File: src/include/bus_defines.svh
`ifndef BUS_DEFINES_SVH
`define BUS_DEFINES_SVH

// byte address width
`define XLEN 32

// data bus width
`define BUS_WIDTH 32

// byte, halfword, word
`define BUS_ACC_CNT 3

// memory depth in words
`define MEM_WORDS 256

// wait cycles before the memory answers
`define MEM_WAIT 2

`endif
File: src/design/arb_pkg.sv
package arb_pkg;

    // which port holds the memory bus
    typedef enum logic [1:0] {
        OWN_NONE = 2'd0,
        OWN_INSN = 2'd1,
        OWN_DATA = 2'd2
    } owner_e;

endpackage

File: src/design/bus_pkg.sv
`include "bus_defines.svh"

package bus_pkg;

    // access size
    typedef enum logic [$clog2(`BUS_ACC_CNT)-1:0] {
        ACC_BYTE = 0,
        ACC_HALF = 1,
        ACC_WORD = 2
    } acc_e;

    typedef struct packed {
        logic [`XLEN-1:0] addr; // byte addr
        acc_e             acc;
    } insn_req_t;

    // also the memory bus request
    typedef struct packed {
        logic [`XLEN-1:0]      addr; // byte addr
        logic                  w_rb; // 1 = write
        acc_e                  acc;
        logic [`BUS_WIDTH-1:0] wdata;
    } data_req_t;

    typedef struct packed {
        logic [`BUS_WIDTH-1:0] rdata; // right-aligned, zero-extended
        logic                  fault;
    } bus_rsp_t;

endpackage

File: src/design/bus_duplexer.sv
`timescale 1ns/1ps

module bus_duplexer (
    input  logic               clk,
    input  logic               rstn,

    // instruction port
    input  logic               i_insn_req,
    input  bus_pkg::insn_req_t i_insn_info,
    output logic               o_insn_resp,
    output bus_pkg::bus_rsp_t  o_insn_rsp,

    // data port
    input  logic               i_data_req,
    input  bus_pkg::data_req_t i_data_info,
    output logic               o_data_resp,
    output bus_pkg::bus_rsp_t  o_data_rsp,

    // memory bus
    output logic               o_req,
    output bus_pkg::data_req_t o_bus_req,
    input  logic               i_resp,
    input  bus_pkg::bus_rsp_t  i_bus_rsp
);
    bus_pkg::insn_req_t insn_held;
    bus_pkg::data_req_t data_held;
    logic               insn_pending;
    logic               data_pending;
    arb_pkg::owner_e    owner;
    arb_pkg::owner_e    next_owner;

    req_hold_reg #(.payload_t(bus_pkg::insn_req_t)) u_insn_hold (
        .clk      (clk),
        .rstn     (rstn),
        .i_req    (i_insn_req),
        .i_payload(i_insn_info),
        .o_payload(insn_held),
        .i_resp   (o_insn_resp),
        .o_pending(insn_pending)
    );

    req_hold_reg #(.payload_t(bus_pkg::data_req_t)) u_data_hold (
        .clk      (clk),
        .rstn     (rstn),
        .i_req    (i_data_req),
        .i_payload(i_data_info),
        .o_payload(data_held),
        .i_resp   (o_data_resp),
        .o_pending(data_pending)
    );

    bus_owner_fsm u_owner (
        .clk           (clk),
        .rstn          (rstn),
        .i_insn_req    (i_insn_req),
        .i_data_req    (i_data_req),
        .i_insn_pending(insn_pending),
        .i_data_pending(data_pending),
        .i_resp        (i_resp),
        .o_owner       (owner),
        .o_next_owner  (next_owner),
        .o_req         (o_req)
    );

    // payload follows the port about to own the bus
    always_comb begin
        o_bus_req = '0;
        case (next_owner)
            arb_pkg::OWN_INSN: begin
                o_bus_req.addr = insn_held.addr;
                o_bus_req.acc  = insn_held.acc;
                o_bus_req.w_rb = 1'b0; // fetches only read
            end
            arb_pkg::OWN_DATA: o_bus_req = data_held;
            default: ;
        endcase
    end

    assign o_insn_resp = i_resp && (owner == arb_pkg::OWN_INSN);
    assign o_data_resp = i_resp && (owner == arb_pkg::OWN_DATA);
    assign o_insn_rsp  = (owner == arb_pkg::OWN_INSN) ? i_bus_rsp : '0;
    assign o_data_rsp  = (owner == arb_pkg::OWN_DATA) ? i_bus_rsp : '0;

endmodule

File: src/design/bus_owner_fsm.sv
`timescale 1ns/1ps

module bus_owner_fsm (
    input  logic            clk,
    input  logic            rstn,
    input  logic            i_insn_req,
    input  logic            i_data_req,
    input  logic            i_insn_pending,
    input  logic            i_data_pending,
    input  logic            i_resp,
    output arb_pkg::owner_e o_owner,
    output arb_pkg::owner_e o_next_owner,
    output logic            o_req
);
    arb_pkg::owner_e owner_q;
    arb_pkg::owner_e next_owner;
    logic            data_wants;
    logic            insn_wants;

    always_ff @(posedge clk) begin
        if (!rstn)
            owner_q <= arb_pkg::OWN_NONE;
        else
            owner_q <= next_owner;
    end

    // a request now or one that waited behind the other port
    assign data_wants = i_data_req | i_data_pending;
    assign insn_wants = i_insn_req | i_insn_pending;

    always_comb begin
        next_owner = owner_q;
        o_req      = 1'b0;
        case (owner_q)
            arb_pkg::OWN_INSN: begin
                if (i_resp) begin
                    // hand over to data if it waits
                    if (data_wants)
                        next_owner = arb_pkg::OWN_DATA;
                    else if (i_insn_req)
                        next_owner = arb_pkg::OWN_INSN;
                    else
                        next_owner = arb_pkg::OWN_NONE;
                    o_req = data_wants | i_insn_req;
                end
            end
            arb_pkg::OWN_DATA: begin
                if (i_resp) begin
                    if (insn_wants)
                        next_owner = arb_pkg::OWN_INSN;
                    else if (i_data_req)
                        next_owner = arb_pkg::OWN_DATA;
                    else
                        next_owner = arb_pkg::OWN_NONE;
                    o_req = insn_wants | i_data_req;
                end
            end
            default: begin
                if (i_data_req)
                    next_owner = arb_pkg::OWN_DATA; // data first on a tie
                else if (i_insn_req)
                    next_owner = arb_pkg::OWN_INSN;
                else
                    next_owner = arb_pkg::OWN_NONE;
                o_req = i_data_req | i_insn_req;
            end
        endcase
    end

    assign o_owner      = owner_q;
    assign o_next_owner = next_owner;

    a_resp_has_owner: assert property (@(posedge clk) disable iff (!rstn)
        i_resp |-> owner_q != arb_pkg::OWN_NONE)
        else $error("bus resp with no owner");

endmodule

File: src/design/req_hold_reg.sv
`timescale 1ns/1ps

module req_hold_reg #(
    parameter type payload_t = logic [31:0]
) (
    input  logic     clk,
    input  logic     rstn,
    input  logic     i_req,
    input  payload_t i_payload,
    output payload_t o_payload,
    input  logic     i_resp,
    output logic     o_pending
);
    payload_t held_q;

    always_ff @(posedge clk) begin
        if (i_req)
            held_q <= i_payload;
    end

    // access ongoing until own resp
    always_ff @(posedge clk) begin
        if (!rstn)
            o_pending <= 1'b0;
        else if (i_req)
            o_pending <= 1'b1;
        else if (i_resp)
            o_pending <= 1'b0;
    end

    assign o_payload = i_req ? i_payload : held_q; // bypass in the req cycle

    a_one_outstanding: assert property (@(posedge clk) disable iff (!rstn)
        i_req |-> !o_pending)
        else $error("new req while previous access still pending");

endmodule

File: config.mk
export PLATFORM = sky130hd
export DESIGN_NAME = bus_duplexer
export DESIGN_NICKNAME = d
export VERILOG_FILES = /design/src/design/arb_pkg.sv /design/src/design/bus_pkg.sv /design/src/design/bus_duplexer.sv /design/src/design/bus_owner_fsm.sv /design/src/design/req_hold_reg.sv
export VERILOG_INCLUDE_DIRS = /design/src /design/src/include
export SDC_FILE = /design/constraint.sdc
export NUM_CORES = 1
export LEC_CHECK = 0
export CAP_MARGIN = 20
export CELL_PAD_IN_SITES_DETAIL_PLACEMENT = 2
export CELL_PAD_IN_SITES_GLOBAL_PLACEMENT = 2
export CORE_ASPECT_RATIO = 1.4
export CORE_MARGIN = 4
export CORE_UTILIZATION = 40
export CTS_BUF_LIST = sky130_fd_sc_hd__clkbuf_4
export DETAILED_ROUTE_END_ITERATION = 8
export DONT_BUFFER_PORTS = 1
export HOLD_SLACK_MARGIN = 0.1
export PLACE_DENSITY = 0.9
export SLEW_MARGIN = 25
export SYNTH_ARGS = -nofsm -noshare
export SYNTH_HDL_FRONTEND = slang
export SYNTH_SLANG_ARGS = --single-unit
File: constraint.sdc
create_clock -name clk -period 7.75 [get_ports clk]
set_clock_uncertainty 0.1 [all_clocks]
set_input_delay 1.1625 -clock clk [delete_from_list [all_inputs] [get_ports clk]]
set_output_delay 1.1625 -clock clk [all_outputs]
set_load 0.01 [all_outputs]
Yosys cells after proc, flatten, opt, wreduce, memory -nomap -nowiden
Index checks and enable logic that the tools add are counted.
- register bits after elaboration: 105
- input bits: 139
- output and inout port bits: 136
- eq/ne operators: 4
- multiplexer cells: 21
- bitwise operators: 5
- reduce and logical (&&, ||, !) cells: 4
- operators with widths (cell ; count):
    $pmux 35 s2 ; 1
    $mux 67 ; 1
    $mux 33 ; 2
    $mux 34 ; 1
    $mux 32 ; 1
    $mux 2 ; 6
    $mux 1 ; 7
    $or 1x1->1 ; 5
    $eq 2x1->1 const B ; 2
    $eq 2x2->1 const B ; 2
    $pmux 2 s2 ; 1
    $reduce_bool 2->1 ; 2
    $logic_and 1x1->1 ; 2
    $pmux 1 s2 ; 1

Longest topological paths before layout
- depth after elaboration: 6
- gate-level depth with buffers: 11
- mapped depth without buffers: 9

Modules after synthesis
Synthesis repeated with hierarchy kept, for this count alone.
- cell total of the unflattened synthesis: 447
- area total of the unflattened synthesis: 5006.1 µm²
- modules (own cells, without submodules) (module ; instances ; cells an instance ; area each (µm²)):
    req_hold_reg (u_data_hold) ; 1 ; 145 ; 2265.9
    req_hold_reg (u_insn_hold) ; 1 ; 75 ; 1277.5
    bus_duplexer ; 1 ; 196 ; 1199.9
    bus_owner_fsm ; 1 ; 31 ; 262.8

Worst setup path after synthesis
Ideal clock, no wire load.
- path kind: input to output
- start point: input port i_data_req
- end point: output port o_bus_req[50] (netlist bit)
- arrival time: 2.904 ns
- required time: 6.488 ns
- slack: 3.584 ns
- stages: 10
- path buffers: 3
- cells stage by stage: buf_6 > buf_6 > or3b_1 > a21oi_2 > a21boi_0 > ha_1 > nand2b_1 > clkbuf_1 > nand2b_1 > nand2_1
- RTL lines (what ; line ; text):
    from (decl) ; bus_duplexer.sv:14 ; input logic i_data_req,
    to (decl) ; bus_duplexer.sv:21 ; output bus_pkg::data_req_t o_bus_req,

==> summary.md <==
| Metric | Value |
|---|---|
| Rel. slew slack | 42.9% |
| Dpl hpwl | 10700 µm |
| Site Rows | 47 |
| Total clock sinks | 105 |
| Status | complete, no violations |
| Post-synth EDFFs | 0 |
| Total track usage | between 10% and 20% |
| Total Routed Length | approximately 14000 µm |
| Starting DRT DRC Count | 65 |
| CTS max path bufs | 2 |
| Post-CTS sizing | 0 |
| R2R Setup Slk | 6.07 ns |
| Postcts setup bufs | 0 |
| Most frequent cell after synthesis | dfxtp_1 |
| Total grt overflow | 0 |
| Clk_lat worst skew | 0.44 ns |
| Slew @ Worst Pin | roughly 0.86 ns |
| Setup TNS Final | 0 ns |
| Peak VDD IR | ~0.18 mV |
| Die height | 138 µm |
| Worst EP required | ~6.5 ns |
| Unrepaired setup endpoints after global routing | false |
| Period utilization | 64.7% |
| Kind of critical path | in -> out |
| Worst r2r path cells | 4 |
| Die ar. | 0.0140 mm² |
| Total power | 0.00176 W |
| Reg power frac | 35.3% |
| Top Ports | 275 |
| Clock network power share | 17.0% |
| Reg2Reg Launch Point | u_owner.o_owner[1] |
| Via count | 3284 |
| Post-CTS Hold Fix Bufs | 0 |
| Fin crit period | 5.02 ns |
| Final worst-path setup slack | around 2.7 ns |
| CP max FO | between 40 and 50 |
| Gate power share | 47.7% |
| Pin count of the biggest net entering global routing | 76 |
| Mean area per synthesized cell | 10.1 µm² |
| Sw power | between 0.0007 and 0.0008 W |
| Clock root cell | clkbuf_4 |
| Drc violations | 0 |
| Area growth from synthesis to layout | 4.50% |
| Crit path launch | i_insn_req |
| H-tree depth | 3 |
| Global-route wire length before repair | approximately 21000 µm |
| Buffers on Ports | 0 |
| Distinct cells, synth | 28 |
| Post-synthesis sequential area ratio | 43.4% |
| Ys async rst share | 0% |
| Clk slew on worst S/H paths | 0.16 ns |
| Crit end category | primary output |
| Primary FF master, synth | dfxtp_1 |
| Hold Crit Class | reg -> reg |
| Gpl congestion | 0.741 |
| Slew Limit Fails | 0 |
| Wire per inst | 22.5 µm |
| Pleak | about 2.1 nW |
| Placement Setup Slack | 2.54 ns |
| Power per cell area | roughly 350 mW/mm² |
| Post-synth top area share | 43.4% |
| Internal power | 0.00101 W |
| Num CTS Buffers | 9 |
| Initial DRT Pass Iterations | 4 |
| Initial antenna violation count | 2 |
| CTS tree | yes |
| Core ar. | 0.0118 mm² |
| Area contributors post-synth | dfxtp_1 43%, mux2_2 23%, and2_1 13%, nand2b_1 9.3%, nand2_1 2.9% |
| Final #Nets | about 600 |
| Final Hold Viols | 0 |
| Setup crit start kind | input port |
| Cell taking the most area after synthesis | dfxtp_1 |
| Die W | 101 µm |
| Post-Syn Area | about 0.0048 mm² |
| Flops & latches, synth | between 100 and 150 |
| Post-detailed-route count of antenna-violating nets | 0 |
| Syn_nets | 622 |
| Share of layout cells above drive strength 1 | 26.6% |
| Initial Util | about two fifths |
| Sw Share | 42.5% |
| Worst Hold Launch | u_data_hold.held_q[24] |
| CP arrival | roughly 3.8 ns |
| Vias in the first global route | around 3800 |
| Vias per inst | 5.34 |
| Setup-failing EPs final | 0 |
| Yosys warns | 0 |
| Mapped Cells | ~480 |
| F_max | 199 MHz |
| Max_cap viols | 0 |
| Hold depth | 1 |
| Synth top cells by count | 105 x dfxtp_1, 101 x mux2_2, 98 x and2_1, 72 x nand2b_1, 37 x nand2_1 |
## final cells by class
class	instances	area, µm²
antenna	2	5.00
clock buffer	9	67.6
clock inverter	7	88.8
fill	1270	6760
inverter	5	18.8
multi-input combinational	340	2590
sequential	105	2100
tap	147	184
## power groups by stage
stage               registers [W]  logic [W]  clock network, W
floorplan                0.000623   0.000696                 0
global placement         0.000628   0.000817                 0
detailed placement       0.000633   0.000856                 0
CTS                      0.000621   0.000860          0.000315
global route             0.000627   0.000926          0.000336
finish                   0.000620   0.000838          0.000299
## flip-flops by register name, summed over array words and instances, names as in the netlist
| register | count |
|---|---|
| u_insn_hold.o_pending | 1 |
| u_data_hold.held_q | 67 |
| u_insn_hold.held_q | 34 |
| u_data_hold.o_pending | 1 |
| u_owner.o_owner | 2 |
## cell families (layout without fill, tap and decap cells)
| family | after synthesis | count (layout) | share of synthesized area, % |
|---|---|---|---|
| flops | 105 | 105 | 43.4 |
| fa+ha+maj | 4 | 4 | 1.03 |
| mux | 101 | 101 | 23.5 |
| other cells | 0 | 2 | 0 |
| buf+inv | 34 | 21 | 3.23 |
| simple gates | 218 | 218 | 26.5 |
| compound gates | 17 | 17 | 2.35 |
## final timing paths
check,to
hold reg to reg,u_data_hold.held_q[24]
setup / recovery,o_bus_req[43]
hold / removal,u_data_hold.held_q[24]
setup reg to reg,u_owner.o_owner[0]
## through the flow
step	cell area [µm²]	cells	hold WS, ns	utilization (%)
after floorplan	4840	479	0.345	-
after global placement	4890	597	0.350	41.4
after detailed placement	4890	597	0.357	41.4
after CTS	5050	613	0.395	42.7
after global routing	5060	615	0.412	42.8
final	5060	615	0.389	42.8
## per-layer routing
layer  vias up  global-route usage [%]  part of all wire (%)
li1       1514                       -                     -
met5         -                       0                     0
met1      1592                    18.7                    33
met2       150                    36.6                    55
met4         0                    7.28                   2.9
met3        28                    6.15                   8.5
## critical path: stages
cell and delay (ns):
or3b_2 0.42, a21oi_1 0.24, a22o_1 0.17, ha_1 0.71, nand2b_2 0.56, nand2b_1 0.32, nand2_1 0.15
## layout by cell type (no fill, tap or decap), types with 3 or more instances in the layout
| cell | synthesis | routed |
|---|---|---|
| and2_1 | 98 | 98 |
| nand2_1 | 37 | 37 |
| inv_1 | 5 | 5 |
| clkbuf_4 | 0 | 9 |
| mux2_2 | 101 | 101 |
| nand2b_1 | 72 | 70 |
| nor2_1 | 3 | 3 |
| a21oi_1 | 6 | 6 |
| nor2b_1 | 3 | 3 |
| dfxtp_1 | 105 | 105 |
Power figures use the tool's default switching activity.
